**config.mk**
```make
export PLATFORM = sky130hd
export DESIGN_NAME = jpeg_encoder
export DESIGN_NICKNAME = d
export VERILOG_FILES = /design/src/common/jpeg_pkg.sv /design/src/common/ycc_pair_if.sv /design/src/jpeg_encoder.sv /design/src/jpeg_capture_ctrl.sv /design/src/jenc/jenc.sv /design/src/jisp/jisp.sv /design/src/jisp/rgb_to_ycc.sv
export VERILOG_INCLUDE_DIRS = /design/src /design/src/common
export SDC_FILE = /design/constraint.sdc
export NUM_CORES = 1
export LEC_CHECK = 0
export ABC_AREA = 1
export BUFFER_PORTS_ARGS = -buffer_cell sky130_fd_sc_hd__buf_4
export CAP_MARGIN = 30
export CELL_PAD_IN_SITES_DETAIL_PLACEMENT = 1
export CELL_PAD_IN_SITES_GLOBAL_PLACEMENT = 1
export CORE_MARGIN = 1
export CORE_UTILIZATION = 45
export CTS_CLUSTER_DIAMETER = 60
export CTS_CLUSTER_SIZE = 25
export DETAILED_ROUTE_END_ITERATION = 10
export GPL_ROUTABILITY_DRIVEN = 0
export PLACE_DENSITY_LB_ADDON = 0.08
export SLEW_MARGIN = 25
export SYNTH_ARGS = -nofsm -noshare
export SYNTH_HDL_FRONTEND = slang
export SYNTH_SLANG_ARGS = --single-unit
```
**constraint.sdc**
```tcl
create_clock -name pixel_clock_in -period 7.4 [get_ports pixel_clock_in]
set_clock_uncertainty 0.15 [all_clocks]
set_input_delay 1.85 -clock pixel_clock_in [delete_from_list [all_inputs] [get_ports pixel_clock_in]]
set_output_delay 1.85 -clock pixel_clock_in [all_outputs]
set_load 0.02 [all_outputs]
```
**src/common/jpeg_cfg.svh**
```systemverilog
// ~~~~~~~~~~~~~~~~~~~~~~~~~~~~~~~~~~~~~~
// sizes, colour coefficients and quantizer shifts
// coefficients are scaled by 2^JPEG_COEF_SHIFT
// ~~~~~~~~~~~~~~~~~~~~~~~~~~~~~~~~~~~~~~
`ifndef JPEG_CFG_SVH
`define JPEG_CFG_SVH

`define JPEG_SENSOR_X_SIZE   720
`define JPEG_SENSOR_Y_SIZE   720
`define JPEG_X_SIZE_W        $clog2(`JPEG_SENSOR_X_SIZE)
`define JPEG_Y_SIZE_W        $clog2(`JPEG_SENSOR_Y_SIZE)

`define JPEG_COEF_SHIFT      8
`define JPEG_CHROMA_OFFSET   128

`define JPEG_Y_COEF_R        77
`define JPEG_Y_COEF_G        150
`define JPEG_Y_COEF_B        29
`define JPEG_CB_COEF_R       (-43)
`define JPEG_CB_COEF_G       (-85)
`define JPEG_CB_COEF_B       128
`define JPEG_CR_COEF_R       128
`define JPEG_CR_COEF_G       (-107)
`define JPEG_CR_COEF_B       (-21)

`define JPEG_LUMA_SHIFT_0    3'd0
`define JPEG_LUMA_SHIFT_1    3'd1
`define JPEG_LUMA_SHIFT_2    3'd2
`define JPEG_LUMA_SHIFT_3    3'd3
`define JPEG_CHROMA_SHIFT_0  3'd1
`define JPEG_CHROMA_SHIFT_1  3'd2
`define JPEG_CHROMA_SHIFT_2  3'd3
`define JPEG_CHROMA_SHIFT_3  3'd4

`endif
```
**src/common/jpeg_pkg.sv**
```systemverilog
// ~~~~~~~~~~~~~~~~~~~~~~~~~~~~~~~~~~~~~~
// types shared by the capture front end
// colour samples are 8 bit, msb first
// ~~~~~~~~~~~~~~~~~~~~~~~~~~~~~~~~~~~~~~
package jpeg_pkg;

    // capture fsm states in 3 bits
    typedef enum logic [2:0] {
        IDLE,
        RESET,
        WAIT_FOR_FRAME_START,
        COMPRESS,
        IMAGE_VALID
    } capture_state_t;

    typedef struct packed {
        logic [7:0] red;
        logic [7:0] green;
        logic [7:0] blue;
    } rgb24_t;

    typedef struct packed {
        logic [7:0] y;
        logic [7:0] cb;
        logic [7:0] cr;
    } ycc_t;

endpackage

```
**src/common/ycc_pair_if.sv**
```systemverilog
// ~~~~~~~~~~~~~~~~~~~~~~~~~~~~~~~~~~~~~~
// one 4:2:2 pixel pair, no back-pressure
// valid is a single-cycle strobe
// ~~~~~~~~~~~~~~~~~~~~~~~~~~~~~~~~~~~~~~
`timescale 1ns/1ps

interface ycc_pair_if;

    logic [7:0] y0;     // luma of the even pixel
    logic [7:0] y1;     // luma of the odd pixel
    logic [7:0] cb;     // chroma taken from the even pixel
    logic [7:0] cr;
    logic       valid;
    logic       last;   // final pair of the frame, qualified by valid

    modport src (
        output y0, y1, cb, cr, valid, last
    );

    modport dst (
        input  y0, y1, cb, cr, valid, last
    );

endinterface

```
**src/jpeg_encoder.sv**
```systemverilog
// ~~~~~~~~~~~~~~~~~~~~~~~~~~~~~~~~~~~~~~
// jpeg capture front end, single clock
// 5 cycles from second pixel of a pair to data
// frame width must be even
// ~~~~~~~~~~~~~~~~~~~~~~~~~~~~~~~~~~~~~~
`timescale 1ns/1ps
`include "jpeg_cfg.svh"

module jpeg_encoder (
    input  logic                      pixel_clock_in,
    input  logic                      jpeg_fast_reset_n_in,
    input  logic                      start_capture_in,
    input  logic [9:0]                red_data_in,
    input  logic [9:0]                green_data_in,
    input  logic [9:0]                blue_data_in,
    input  logic                      frame_valid_in,
    input  logic                      line_valid_in,
    input  logic [1:0]                qf_select_in,
    input  logic [`JPEG_X_SIZE_W-1:0] x_size_in,
    input  logic [`JPEG_Y_SIZE_W-1:0] y_size_in,
    output logic [31:0]               data_out,       // byte-swapped pair
    output logic [15:0]               address_out,    // byte address of data_out
    output logic                      image_valid_out,
    output logic                      data_valid_out
);

    logic        pipe_en;
    logic        pipe_reset_n;
    logic [31:0] word;
    logic        word_valid;
    logic        word_last;

    ycc_pair_if pair_bus ();

    jpeg_capture_ctrl i_jpeg_capture_ctrl (
        .pixel_clock_in       (pixel_clock_in),
        .jpeg_fast_reset_n_in (jpeg_fast_reset_n_in),
        .start_capture_in     (start_capture_in),
        .frame_valid_in       (frame_valid_in),
        .word                 (word),
        .word_valid           (word_valid),
        .word_last            (word_last),
        .pipe_en              (pipe_en),
        .pipe_reset_n         (pipe_reset_n),
        .data_out             (data_out),
        .address_out          (address_out),
        .image_valid_out      (image_valid_out),
        .data_valid_out       (data_valid_out)
    );

    jisp i_jisp (
        .pixel_clock_in (pixel_clock_in),
        .pipe_reset_n   (pipe_reset_n),
        .pipe_en        (pipe_en),
        .red_data_in    (red_data_in),
        .green_data_in  (green_data_in),
        .blue_data_in   (blue_data_in),
        .frame_valid_in (frame_valid_in),
        .line_valid_in  (line_valid_in),
        .x_size_in      (x_size_in),
        .y_size_in      (y_size_in),
        .pair           (pair_bus.src)
    );

    jenc i_jenc (
        .pixel_clock_in (pixel_clock_in),
        .pipe_reset_n   (pipe_reset_n),
        .qf_select      (qf_select_in),
        .pair           (pair_bus.dst),
        .word           (word),
        .word_valid     (word_valid),
        .word_last      (word_last)
    );

endmodule

```
**src/jpeg_capture_ctrl.sv**
```systemverilog
// ~~~~~~~~~~~~~~~~~~~~~~~~~~~~~~~~~~~~~~
// capture fsm and output stage
// a frame already running at start is skipped
// words arrive at most every other cycle
// ~~~~~~~~~~~~~~~~~~~~~~~~~~~~~~~~~~~~~~
`timescale 1ns/1ps

module jpeg_capture_ctrl (
    input  logic        pixel_clock_in,
    input  logic        jpeg_fast_reset_n_in,
    input  logic        start_capture_in,
    input  logic        frame_valid_in,
    input  logic [31:0] word,
    input  logic        word_valid,
    input  logic        word_last,
    output logic        pipe_en,
    output logic        pipe_reset_n,
    output logic [31:0] data_out,
    output logic [15:0] address_out,
    output logic        image_valid_out,
    output logic        data_valid_out
);

    jpeg_pkg::capture_state_t state;
    jpeg_pkg::capture_state_t state_next;
    logic [19:0]              byte_cnt;   // running byte address

    always_comb begin
        state_next = state;
        case (state)
            jpeg_pkg::RESET: begin
                if (!frame_valid_in)     // let the current frame finish
                    state_next = jpeg_pkg::WAIT_FOR_FRAME_START;
            end
            jpeg_pkg::WAIT_FOR_FRAME_START: begin
                if (frame_valid_in)
                    state_next = jpeg_pkg::COMPRESS;
            end
            jpeg_pkg::COMPRESS: begin
                if (word_valid && word_last)
                    state_next = jpeg_pkg::IMAGE_VALID;
            end
            default: begin                // idle or image valid
                if (start_capture_in)
                    state_next = jpeg_pkg::RESET;
            end
        endcase
    end

    always_ff @(posedge pixel_clock_in) begin
        if (!jpeg_fast_reset_n_in) begin
            state          <= jpeg_pkg::IDLE;
            pipe_reset_n   <= 1'b0;   // pipeline held clear during global reset
            byte_cnt       <= '0;
            data_valid_out <= 1'b0;
        end else begin
            state          <= state_next;
            pipe_reset_n   <= state_next != jpeg_pkg::RESET;
            data_valid_out <= word_valid;
            if (state == jpeg_pkg::WAIT_FOR_FRAME_START && frame_valid_in)
                byte_cnt <= '0;
            else if (word_valid)
                byte_cnt <= byte_cnt + 20'd4;
        end
    end

    // byte swap so memory sees y0 at the lowest address
    always_ff @(posedge pixel_clock_in) begin
        if (word_valid) begin
            for (int i = 0; i < 4; i++)
                data_out[8*i +: 8] <= word[8*(3-i) +: 8];
            address_out <= byte_cnt[15:0];
        end
    end

    assign pipe_en = (state == jpeg_pkg::WAIT_FOR_FRAME_START) ||
                     (state == jpeg_pkg::COMPRESS);
    assign image_valid_out = state == jpeg_pkg::IMAGE_VALID;

endmodule

```
**src/jenc/jenc.sv**
```systemverilog
// ~~~~~~~~~~~~~~~~~~~~~~~~~~~~~~~~~~~~~~
// shift quantizer and word packer
// word is big-endian, y0 in the top byte
// ~~~~~~~~~~~~~~~~~~~~~~~~~~~~~~~~~~~~~~
`timescale 1ns/1ps
`include "jpeg_cfg.svh"

module jenc (
    input  logic        pixel_clock_in,
    input  logic        pipe_reset_n,
    input  logic [1:0]  qf_select,
    ycc_pair_if.dst     pair,
    output logic [31:0] word,
    output logic        word_valid,
    output logic        word_last
);

    logic [2:0]  luma_shift;
    logic [2:0]  chroma_shift;
    logic [31:0] packed_word;

    // lower quality drops more low-order bits
    always_comb begin
        case (qf_select)
            2'd0: begin
                luma_shift   = `JPEG_LUMA_SHIFT_0;
                chroma_shift = `JPEG_CHROMA_SHIFT_0;
            end
            2'd1: begin
                luma_shift   = `JPEG_LUMA_SHIFT_1;
                chroma_shift = `JPEG_CHROMA_SHIFT_1;
            end
            2'd2: begin
                luma_shift   = `JPEG_LUMA_SHIFT_2;
                chroma_shift = `JPEG_CHROMA_SHIFT_2;
            end
            default: begin
                luma_shift   = `JPEG_LUMA_SHIFT_3;
                chroma_shift = `JPEG_CHROMA_SHIFT_3;
            end
        endcase
    end

    assign packed_word = {pair.y0 >> luma_shift,
                          pair.y1 >> luma_shift,
                          pair.cb >> chroma_shift,
                          pair.cr >> chroma_shift};

    always_ff @(posedge pixel_clock_in) begin
        if (!pipe_reset_n) begin
            word_valid <= 1'b0;
            word_last  <= 1'b0;
        end else begin
            word_valid <= pair.valid;
            word_last  <= pair.valid & pair.last;
        end
    end

    always_ff @(posedge pixel_clock_in) begin
        if (pair.valid)
            word <= packed_word;
    end

endmodule

```
**src/jisp/jisp.sv**
```systemverilog
// ~~~~~~~~~~~~~~~~~~~~~~~~~~~~~~~~~~~~~~
// pixel gating, position count and 4:2:2 pairing
// x_size_in must be even and at least 2
// ~~~~~~~~~~~~~~~~~~~~~~~~~~~~~~~~~~~~~~
`timescale 1ns/1ps
`include "jpeg_cfg.svh"

module jisp (
    input  logic                      pixel_clock_in,
    input  logic                      pipe_reset_n,
    input  logic                      pipe_en,
    input  logic [9:0]                red_data_in,
    input  logic [9:0]                green_data_in,
    input  logic [9:0]                blue_data_in,
    input  logic                      frame_valid_in,
    input  logic                      line_valid_in,
    input  logic [`JPEG_X_SIZE_W-1:0] x_size_in,
    input  logic [`JPEG_Y_SIZE_W-1:0] y_size_in,
    ycc_pair_if.src                   pair
);

    localparam int XW = `JPEG_X_SIZE_W;
    localparam int YW = `JPEG_Y_SIZE_W;

    logic             accept;
    logic [XW-1:0]    x_cnt;
    logic [YW-1:0]    y_cnt;
    logic             x_end;
    logic             y_end;
    jpeg_pkg::rgb24_t pix_rgb;
    logic             pix_valid;
    logic             pix_odd;
    logic             pix_last;
    logic [1:0]       odd_dly;     // tags follow the 2 cycle converter
    logic [1:0]       last_dly;
    jpeg_pkg::ycc_t   ycc;
    logic             ycc_valid;
    jpeg_pkg::ycc_t   first_q;     // even pixel waiting for its partner

    assign accept = pipe_en & frame_valid_in & line_valid_in;
    assign x_end  = x_cnt == x_size_in - XW'(1);
    assign y_end  = y_cnt == y_size_in - YW'(1);

    always_ff @(posedge pixel_clock_in) begin
        if (!pipe_reset_n || !frame_valid_in) begin
            x_cnt <= '0;
            y_cnt <= '0;
        end else if (accept) begin
            x_cnt <= x_end ? '0 : x_cnt + XW'(1);
            if (x_end)
                y_cnt <= y_end ? '0 : y_cnt + YW'(1);
        end
    end

    always_ff @(posedge pixel_clock_in) begin
        if (!pipe_reset_n)
            pix_valid <= 1'b0;
        else
            pix_valid <= accept;
    end

    always_ff @(posedge pixel_clock_in) begin
        if (accept) begin
            pix_rgb  <= '{red: red_data_in[9:2], green: green_data_in[9:2],
                          blue: blue_data_in[9:2]};   // keep the upper 8 bits
            pix_odd  <= x_cnt[0];
            pix_last <= x_end & y_end;
        end
        odd_dly  <= {odd_dly[0], pix_odd};
        last_dly <= {last_dly[0], pix_last};
        if (ycc_valid && !odd_dly[1])
            first_q <= ycc;
    end

    rgb_to_ycc i_rgb_to_ycc (
        .pixel_clock_in (pixel_clock_in),
        .pipe_reset_n   (pipe_reset_n),
        .rgb            (pix_rgb),
        .rgb_valid      (pix_valid),
        .ycc            (ycc),
        .ycc_valid      (ycc_valid)
    );

    // pair leaves in the cycle the odd pixel comes out of the converter
    assign pair.y0    = first_q.y;
    assign pair.y1    = ycc.y;
    assign pair.cb    = first_q.cb;
    assign pair.cr    = first_q.cr;
    assign pair.valid = ycc_valid & odd_dly[1];
    assign pair.last  = ycc_valid & odd_dly[1] & last_dly[1];

endmodule

```
**src/jisp/rgb_to_ycc.sv**
```systemverilog
// ~~~~~~~~~~~~~~~~~~~~~~~~~~~~~~~~~~~~~~
// fixed-point rgb to ycbcr, 2 cycle latency
// accepts a new pixel every cycle
// ~~~~~~~~~~~~~~~~~~~~~~~~~~~~~~~~~~~~~~
`timescale 1ns/1ps
`include "jpeg_cfg.svh"

module rgb_to_ycc (
    input  logic             pixel_clock_in,
    input  logic             pipe_reset_n,
    input  jpeg_pkg::rgb24_t rgb,
    input  logic             rgb_valid,
    output jpeg_pkg::ycc_t   ycc,
    output logic             ycc_valid
);

    logic signed [17:0] sum_y;
    logic signed [17:0] sum_cb;
    logic signed [17:0] sum_cr;
    logic               sum_valid;

    // 18 bits hold +-255*256 with margin
    function automatic logic signed [17:0] mac(input logic [7:0] r, input logic [7:0] g,
                                               input logic [7:0] b, input int kr,
                                               input int kg, input int kb);
        int acc;
        acc = kr * int'(r) + kg * int'(g) + kb * int'(b);
        return acc[17:0];
    endfunction

    // drop the fraction, add offset, saturate to a byte
    function automatic logic [7:0] scale(input logic signed [17:0] sum, input int offset);
        int v;
        v = int'(sum >>> `JPEG_COEF_SHIFT) + offset;
        if (v < 0)
            return 8'd0;
        else if (v > 255)
            return 8'd255;
        return v[7:0];
    endfunction

    always_ff @(posedge pixel_clock_in) begin
        if (!pipe_reset_n) begin
            sum_valid <= 1'b0;
            ycc_valid <= 1'b0;
        end else begin
            sum_valid <= rgb_valid;
            ycc_valid <= sum_valid;
        end
    end

    always_ff @(posedge pixel_clock_in) begin
        // stage 1, products and sums
        sum_y  <= mac(rgb.red, rgb.green, rgb.blue,
                      `JPEG_Y_COEF_R, `JPEG_Y_COEF_G, `JPEG_Y_COEF_B);
        sum_cb <= mac(rgb.red, rgb.green, rgb.blue,
                      `JPEG_CB_COEF_R, `JPEG_CB_COEF_G, `JPEG_CB_COEF_B);
        sum_cr <= mac(rgb.red, rgb.green, rgb.blue,
                      `JPEG_CR_COEF_R, `JPEG_CR_COEF_G, `JPEG_CR_COEF_B);
        // stage 2
        ycc.y  <= scale(sum_y, 0);                 // luma needs no offset
        ycc.cb <= scale(sum_cb, `JPEG_CHROMA_OFFSET);
        ycc.cr <= scale(sum_cr, `JPEG_CHROMA_OFFSET);
    end

endmodule

```
==> results of run 1 <==
[through the flow]
stage / total power [mW] / cell area (µm²) / cells / utilization
6_report: 5.34 / 19200 / 2359 / 0.511
5_1_grt: 5.85 / 19200 / 2359 / 0.511
2_1_floorplan: 3.60 / 17100 / 1720 / -
4_1_cts: 5.41 / 19200 / 2359 / 0.511
3_3_place_gp: 4.17 / 18500 / 2325 / 0.492
3_5_place_dp: 4.29 / 18500 / 2325 / 0.492
[worst max-delay path by stage]
stage                       start                       endpoint  slack, ns  cells after the start
3_3_place_gp    i_jisp.pix_rgb[9]  i_jisp.i_rgb_to_ycc.sum_y[12]       0.99                     25
2_1_floorplan  i_jisp.pix_rgb[13]  i_jisp.i_rgb_to_ycc.sum_y[13]       1.41                     23
3_5_place_dp    i_jisp.pix_rgb[9]  i_jisp.i_rgb_to_ycc.sum_y[12]       0.81                     25
4_1_cts         i_jisp.pix_rgb[9]  i_jisp.i_rgb_to_ycc.sum_y[12]       0.78                     25
5_1_grt         i_jisp.pix_rgb[9]  i_jisp.i_rgb_to_ycc.sum_y[12]       0.36                     25
6_report       i_jisp.pix_rgb[11]  i_jisp.i_rgb_to_ycc.sum_y[12]       0.86                     22
[registers in the layout (all words and copies together) (netlist names), 3 cells and up]
name	cells
i_jenc.word	32
i_jisp.i_rgb_to_ycc.sum_cb	10
i_jisp.i_rgb_to_ycc.sum_cr	10
i_jisp.i_rgb_to_ycc.sum_y	9
i_jisp.i_rgb_to_ycc.ycc	24
i_jisp.pair.cb	8
i_jisp.pair.cr	8
i_jisp.pair.y0	8
i_jisp.pix_rgb	24
i_jisp.x_cnt	10
i_jisp.y_cnt	10
i_jpeg_capture_ctrl.address_out	14
i_jpeg_capture_ctrl.byte_cnt	14
i_jpeg_capture_ctrl.data_out	32
i_jpeg_capture_ctrl.state	3
[logic make-up (layout without fill, tap and decap cells)]
family / after synthesis / in the layout
muxes: 18 / 18
DFF: 229 / 229
and+or+nand+nor: 420 / 420
AOI/OAI and AO/OA: 209 / 209
xor gates and xnor gates: 70 / 70
buffers and inverters: 395 / 523
adders and majority gates: 377 / 377
other: 1 / 2
[cells in the final DEF (no fill, tap or decap), types with 10 or more instances in the layout]
cell type and count:
inv_1 371, ha_1 223, nand2_1 193, fa_1 154, edfxtp_1 128, buf_4 110, nor2_1 101, dfxtp_1 100
a21oi_1 88, o21ai_0 79, nand3_1 59, xor2_1 45, xnor2_1 25, clkbuf_16 22, mux2i_1 18, nor3_1 13
nand4_1 10
[worst max-delay path: stages (launching register included)]
cell and delay (ns):
edfxtp_1 0.32, buf_4 0.18, inv_1 0.08, ha_1 0.29, inv_1 0.14, ha_1 0.26
ha_1 0.27, inv_1 0.05, fa_1 0.49, inv_1 0.04, ha_1 0.35, a21oi_1 0.20
o21ai_0 0.14, xnor2_1 0.20, fa_1 0.48, fa_1 0.50, fa_1 0.50, inv_1 0.06
fa_1 0.48, ha_1 0.37, nand2_1 0.12, o311ai_0 0.59, xor2_1 0.12
[report_power, final]
group          internal, mW  switching (mW)
logic                  1.02            1.57
clock network         0.570           0.524
registers              1.56          0.0929
[layer usage]
layer | vias up | track usage
met4 | 0 | 0.0491
met3 | 34 | 0.0169
met5 | - | 0
met1 | 5722 | 0.274
met2 | 141 | 0.359
li1 | 5731 | -
[cell type report]
type	instances	area share
clock buffers	22	0.0287
well taps	511	0.0333
repair buffers	110	0.0430
flip-flops and latches	229	0.306
multi-input cells	1096	0.508
inverters	379	0.0741
clock inverters	12	0.00788
==> flow_summary.yaml, run 1 <==
die:
  die_h_um: 197
  start_util: 0.455
  design.die.area_um2: 38800
  core_area_um2: 37600
  placementRows: 71
  ioPinCount: 107
  die_x_um: 197
pwr:
  p_leak_nw: 9.17
  powerDensity_nw_per_um2: 278
  peakVddDrop_mv: 0.202
worst_hold_path:
  hold_depth: 0
  min_to: "i_jisp.last_dly[1]"
  min_path_type: "reg -> reg"
  min_from: "i_jisp.last_dly[0]"
synthesis:
  seq_area_frac_synth: 0.343
  yosysMostFrequentCell: "inv_1"
  synth.cell_area_um2: 17100
  muxShareOfSynthArea: 0.0105
  ys_ff_latch: 229
  synthCells: 1719
  synth_simple_gate_area_frac: 0.112
  synth-xor-area-share: 0.0358
  async_reset_ff_frac: 0
  synth_top_area_share: 0.225
  yosys_warnings: 0
  synth_ff_type: "edfxtp_1"
  synth_edf_count: 128
  synth_compound_area_frac: 0.0670
  avgSynthCellArea_um2: 9.95
  synth_top_family_by_area: "adder cells"
  ys_types: 52
  synth-adder-area-share: 0.343
  synth_common_cells: "inv_1 (371), ha_1 (223), nand2_1 (193), fa_1 (154), edfxtp_1 (128)"
  ys_top_cells_by_area: "edfxtp_1 (22%), fa_1 (18%), ha_1 (16%)"
  yosys.area.top_type: "edfxtp_1"
layout:
  seqCellArea_um2: 5870
  drive_above_1_share: 0.101
  diodes: 0
  fill_cells: 4213
  areaGrowthSynthToFinish_pct: 12.3
  nets: 2269
  multiInputGateArea_um2: 9750
placement:
  dp_slack_ns: 0.810
  dp_hpwl_um: 32400
  portBuffers: 98
global_route:
  grt_pass1_vias: 12300
  grt_pass1_wl_um: 62200
  grt_max_degree: 56
  antenna_found_initial: 0
  grtUsageTotal: 0.205
  gr-total-overflow: 0
cts:
  cts_resized: 0
  htreeDepth: 1
  cts_num_sinks: 229
  cts-buffers-inserted: 19
  clkTransAtPathRegs_ns: 0.07
  cts_setup_buffers: 0
  cts_hold_buf: 0
  cts_tree: "yes"
  cts_root_buf: "clkbuf_16"
  clock_latency_ns: 0.53
  clockBufferDepth: 3
critical_path:
  critPathLaunchType: "register"
  timing_worst_setup_path_type: "reg -> reg"
  crit_fanout: 9
  required_ns: 7.64
  reg2reg_to: "i_jisp.i_rgb_to_ycc.sum_y[12]"
  r2r_start: "i_jisp.pix_rgb[11]"
  reg2reg_depth: 22
  cp_data_arrival_time_ns: 6.77
  crit_path_end_kind: "register"
  rrSetupSlack_ns: 0.86
route:
  drt_wl_total_um: 38400
  wire_per_inst_um: 16.3
  drc: 0
  ant_nets: 0
  avgViaCountPerCell: 4.93
  wl_met2_um: 18700
  wl_met3_um: 792
  vias: 11600
  first_iter_violations: 339
  highest_layer: "met4"
  first_pass_iters: 4
  wl_met1_um: 18200
sta:
  finalCriticalPeriod_ns: 6.54
  finalSetupViolations: 0
  rsz0062_at_grt: "false"
  hold_viol_final: 0
  worst_pin_slew_ns: 0.772
  whs_ns: 0.182
  setup_slack_ns: 0.865
  drv_slew: 0
  slew_headroom: 0.484
  setup-tns-final_ns: 0
  fin_crit_sh: 0.883
  max_freq_mhz: 153
job:
  max-cap-violations: 0
outcome:
  status: "finished clean"
No activity file was read; power rests on OpenSTA's default activity.
==> run 2, diff against run 1 <==
--- a/config.mk
+++ b/config.mk
@@ -7,7 +7,7 @@
 export NUM_CORES = 1
 export LEC_CHECK = 0
 export ABC_AREA = 1
-export BUFFER_PORTS_ARGS = -buffer_cell sky130_fd_sc_hd__buf_4
+export BUFFER_PORTS_ARGS = -buffer_cell sky130_fd_sc_hd__buf_2
 export CAP_MARGIN = 30
 export CELL_PAD_IN_SITES_DETAIL_PLACEMENT = 1
 export CELL_PAD_IN_SITES_GLOBAL_PLACEMENT = 1
==> flow_summary.yaml, run 2 (same netlist as run 1, synthesis figures left out) <==
layout:
  areaGrowthSynthToFinish_pct: 10.9
  multiInputGateArea_um2: 9750
  diodes: 0
  nets: 2270
  seqCellArea_um2: 5870
  drive_above_1_share: 0.102
  fill_cells: 4236
  final_common_cell: "inv_1"
  final_cell_mix: "inv_1 (371), ha_1 (223), nand2_1 (193), fa_1 (154), edfxtp_1 (128)"
  reg_top3: "i_jenc.word: 32 flops, i_jpeg_capture_ctrl.data_out: 32 flops"
die:
  ioPinCount: 107
  die_h_um: 197
  placementRows: 71
  die_x_um: 197
  core_area_um2: 37600
  design.die.area_um2: 38800
  start_util: 0.455
global_route:
  gr-total-overflow: 0
  grt_max_degree: 56
  grtUsageTotal: 0.203
  antenna_found_initial: 0
  grt_pass1_vias: 12200
  grt_pass1_wl_um: 62000
critical_path:
  crit_fanout: 9
  timing_worst_setup_path_type: "reg -> reg"
  reg2reg_depth: 20
  crit_path_end_kind: "register"
  critPathLaunchType: "register"
  required_ns: 7.73
  cp_data_arrival_time_ns: 7.07
cts:
  clkTransAtPathRegs_ns: 0.08
  clockBufferDepth: 3
  htreeDepth: 1
  cts_setup_buffers: 0
  cts_tree: "yes"
  cts_root_buf: "clkbuf_16"
  cts_num_sinks: 229
  cts_hold_buf: 0
  clock_latency_ns: 0.53
  cts_resized: 0
  cts-buffers-inserted: 21
sta:
  whs_ns: 0.182
  hold_viol_final: 0
  slew_headroom: 0.468
  fin_crit_sh: 0.911
  worst_pin_slew_ns: 0.798
  setup-tns-final_ns: 0
  rsz0062_at_grt: "false"
  finalSetupViolations: 0
  drv_slew: 0
  max_freq_mhz: 148
  finalCriticalPeriod_ns: 6.74
placement:
  dp_hpwl_um: 32100
  portBuffers: 98
route:
  avgViaCountPerCell: 4.94
  vias: 11700
  drc: 0
  first_pass_iters: 6
  drt_wl_total_um: 38100
  ant_nets: 0
  first_iter_violations: 372
  wire_per_inst_um: 16.1
pwr:
  powerDensity_nw_per_um2: 282
  p_leak_nw: 9.09
  peakVddDrop_mv: 0.227
outcome:
  status: "finished clean"
worst_hold_path:
  hold_depth: 0
  min_path_type: "reg -> reg"
job:
  max-cap-violations: 0
## run 2: changes by cell type in the layout (fill, tap and decap cells not counted), sizes merged
cell / before / now
bufinv: 0 / 1
buf: 110 / 109
inv: 382 / 386
clkinv: 8 / 7
## run 2: power by group
part           leakage, nW  total (mW)  internal [mW]  switching [mW]
sequential            1.98        1.66           1.56          0.0961
clock                0.351        1.14          0.594           0.546
combinational         6.76        2.56           1.01            1.55
total                 9.09        5.35           3.16            2.19
## run 2: through the flow
stage	utilization	instance area, µm²	total power, mW	cells	worst slack, ns
floorplan	-	17100	3.60	1720	1.41
global placement	0.486	18200	4.17	2324	0.845
detailed placement	0.486	18200	4.26	2324	0.707
CTS	0.505	19000	5.43	2362	0.683
global route	0.505	19000	5.86	2362	0.407
finish	0.505	19000	5.35	2362	0.659
## run 2: layout make-up
class                      count  area share
clock inverter                16      0.0103
timing repair buffer         109      0.0302
tap                          511      0.0337
multi-input combinational   1096       0.514
sequential                   229       0.309
clock buffer                  22      0.0279
inverter                     379      0.0750
## run 2: worst paths after layout
| path | startpoint | to | slack [ns] |
|---|---|---|---|
| worst max-delay path | i_jisp.pix_rgb[12] | i_jisp.i_rgb_to_ycc.sum_y[16] | 0.66 |
| worst min-delay path | i_jisp.last_dly[0] | i_jisp.last_dly[1] | 0.18 |
| worst max register to register | i_jisp.pix_rgb[12] | i_jisp.i_rgb_to_ycc.sum_y[16] | 0.66 |
| worst min register to register | i_jisp.last_dly[0] | i_jisp.last_dly[1] | 0.18 |
## run 2: metal layers
| layer | vias up | global-route usage | share of wire |
|---|---|---|---|
| met2 | 143 | 0.346 | 0.48 |
| li1 | 5757 | - | - |
| met4 | 0 | 0.0543 | 0.026 |
| met1 | 5710 | 0.273 | 0.47 |
| met5 | - | 0 | 0 |
| met3 | 49 | 0.0224 | 0.027 |
## run 2: worst max-delay path: stages (launching register included)
cell	delay [ns]
edfxtp_1	0.66
inv_1	0.15
ha_1	0.37
inv_1	0.06
ha_1	0.29
fa_1	0.54
fa_1	0.42
ha_1	0.37
a21oi_1	0.28
xnor2_1	0.15
ha_1	0.27
fa_1	0.52
inv_1	0.05
fa_1	0.47
fa_1	0.56
inv_1	0.04
ha_1	0.36
nand2_1	0.13
o311ai_0	0.64
nand2_1	0.11
nand3_1	0.11
==> run 3, diff against run 2 <==
--- a/config.mk
+++ b/config.mk
@@ -17,6 +17,7 @@
 export CTS_CLUSTER_SIZE = 25
 export DETAILED_ROUTE_END_ITERATION = 10
 export GPL_ROUTABILITY_DRIVEN = 0
+export MAX_ROUTING_LAYER = met4
 export PLACE_DENSITY_LB_ADDON = 0.08
 export SLEW_MARGIN = 25
 export SYNTH_ARGS = -nofsm -noshare
==> constraint.sdc (replaced) <==
create_clock -name pixel_clock_in -period 7.53 [get_ports pixel_clock_in]
set_clock_uncertainty 0.15 [all_clocks]
set_input_delay 1.8825 -clock pixel_clock_in [delete_from_list [all_inputs] [get_ports pixel_clock_in]]
set_output_delay 1.8825 -clock pixel_clock_in [all_outputs]
set_load 0.02 [all_outputs]
==> flow_summary.yaml, run 3 (same netlist as run 1, synthesis figures left out) <==
outcome:
  status: "finished clean"
layout:
  multiInputGateArea_um2: 9750
  diodes: 0
  drive_above_1_share: 0.101
  areaGrowthSynthToFinish_pct: 10.9
  final_common_cell: "inv_1"
  nets: 2267
  final_cell_mix: "inv_1 (371), ha_1 (223), nand2_1 (193), fa_1 (154), edfxtp_1 (128)"
  reg_top3: "i_jenc.word: 32 flops, i_jpeg_capture_ctrl.data_out: 32 flops"
  fill_cells: 4243
  fin_area_um2: 19000
  seqCellArea_um2: 5870
sta:
  drv_slew: 0
  whs_ns: 0.182
  slew_headroom: 0.483
  max_freq_mhz: 148
  finalSetupViolations: 0
  setup-tns-final_ns: 0
  fin_crit_sh: 0.900
  hold_viol_final: 0
  worst_pin_slew_ns: 0.776
  finalCriticalPeriod_ns: 6.78
  rsz0062_at_grt: "false"
cts:
  cts_tree: "yes"
  cts_num_sinks: 229
  cts_resized: 0
  cts_hold_buf: 0
  cts-buffers-inserted: 21
  clkTransAtPathRegs_ns: 0.07
  cts_root_buf: "clkbuf_16"
  htreeDepth: 1
  clock_latency_ns: 0.54
  clockBufferDepth: 3
  cts_setup_buffers: 0
critical_path:
  critPathLaunchType: "register"
  required_ns: 7.77
  cp_data_arrival_time_ns: 7.02
  timing_worst_setup_path_type: "reg -> reg"
  crit_fanout: 8
  crit_path_end_kind: "register"
worst_hold_path:
  min_path_type: "reg -> reg"
global_route:
  antenna_found_initial: 0
  grtUsageTotal: 0.209
  use_met3: 0.0205
  gr-total-overflow: 0
  grt_busiest_layer: "met2"
  grt_pass1_wl_um: 61900
  grt_util_met1: 0.276
  gr-usage-met2: 0.346
  grt_max_degree: 56
  grt_pass1_vias: 12200
die:
  design.die.area_um2: 38800
  placementRows: 71
  ioPinCount: 107
  core_area_um2: 37600
  die_x_um: 197
  start_util: 0.455
  die_h_um: 197
route:
  first_pass_iters: 6
  first_iter_violations: 338
  ant_nets: 0
  avgViaCountPerCell: 4.94
  vias: 11600
  drc: 0
  wire_per_inst_um: 16.0
  drt_wl_total_um: 37700
pwr:
  p_leak_nw: 9.10
  powerDensity_nw_per_um2: 277
  peakVddDrop_mv: 0.259
placement:
  place_area_um2: 18200
  portBuffers: 98
  dp_hpwl_um: 31800
job:
  max-cap-violations: 0
run 3: cell count changes in the layout (fill, tap and decap cells not counted), moves of 2 or more:
| cell | change |
|---|---|
| buf_4 | -3 |
| clkinv_2 | -2 |
| clkinv_4 | +2 |
| inv_12 | -3 |
| inv_4 | +2 |
run 3: area by class of cell:
class,instances,share of cell area
multi-input cells,1096,0.514
flip-flops and latches,229,0.309
inverters,379,0.0750
well taps,511,0.0337
clock buffers,22,0.0290
repair buffers,106,0.0290
clock inverters,16,0.0107
run 3: critical path, stage by stage, from the launching register on:
cell	delay, ns
edfxtp_1	0.64
inv_1	0.23
ha_1	0.41
inv_1	0.20
ha_1	0.18
inv_1	0.05
fa_1	0.49
inv_1	0.04
ha_1	0.34
a21oi_1	0.16
nand2_1	0.13
nand2_1	0.08
nand2_1	0.05
a21oi_1	0.19
xnor2_1	0.15
ha_1	0.27
fa_1	0.52
inv_1	0.06
fa_1	0.46
fa_1	0.54
inv_1	0.04
ha_1	0.37
nand2_1	0.13
o311ai_0	0.59
xor2_1	0.14
run 3: final timing paths:
kind | from | endpoint | slack [ns] | cells after the start
setup / recovery | i_jisp.pix_rgb[9] | i_jisp.i_rgb_to_ycc.sum_y[12] | 0.75 | 24
hold / removal | i_jisp.last_dly[0] | i_jisp.last_dly[1] | 0.18 | 0
setup reg to reg | i_jisp.pix_rgb[9] | i_jisp.i_rgb_to_ycc.sum_y[12] | 0.75 | 24
hold reg to reg | i_jisp.last_dly[0] | i_jisp.last_dly[1] | 0.18 | 0
run 3: report_power, final:
part	internal, mW	switching, mW	total (mW)	leakage (nW)
clock network	0.579	0.554	1.13	0.368
registers	1.53	0.0962	1.63	1.98
logic	0.989	1.51	2.50	6.75
total	3.10	2.16	5.27	9.10
run 3: per-stage QoR:
step | power (mW) | cells | util | setup slack (ns)
after CTS | 5.34 | 2359 | 0.505 | 0.744
after floorplan | 3.54 | 1720 | - | 1.54
final | 5.27 | 2359 | 0.505 | 0.752
after global placement | 4.09 | 2321 | 0.485 | 0.925
after detailed placement | 4.18 | 2321 | 0.485 | 0.759
after global routing | 5.78 | 2359 | 0.505 | 0.355
run 3: routing by layer:
layer	up-vias	wire, µm
met1	5741	18100
met3	37	858
met5	-	0
met4	0	788
met2	133	18000
li1	5737	-
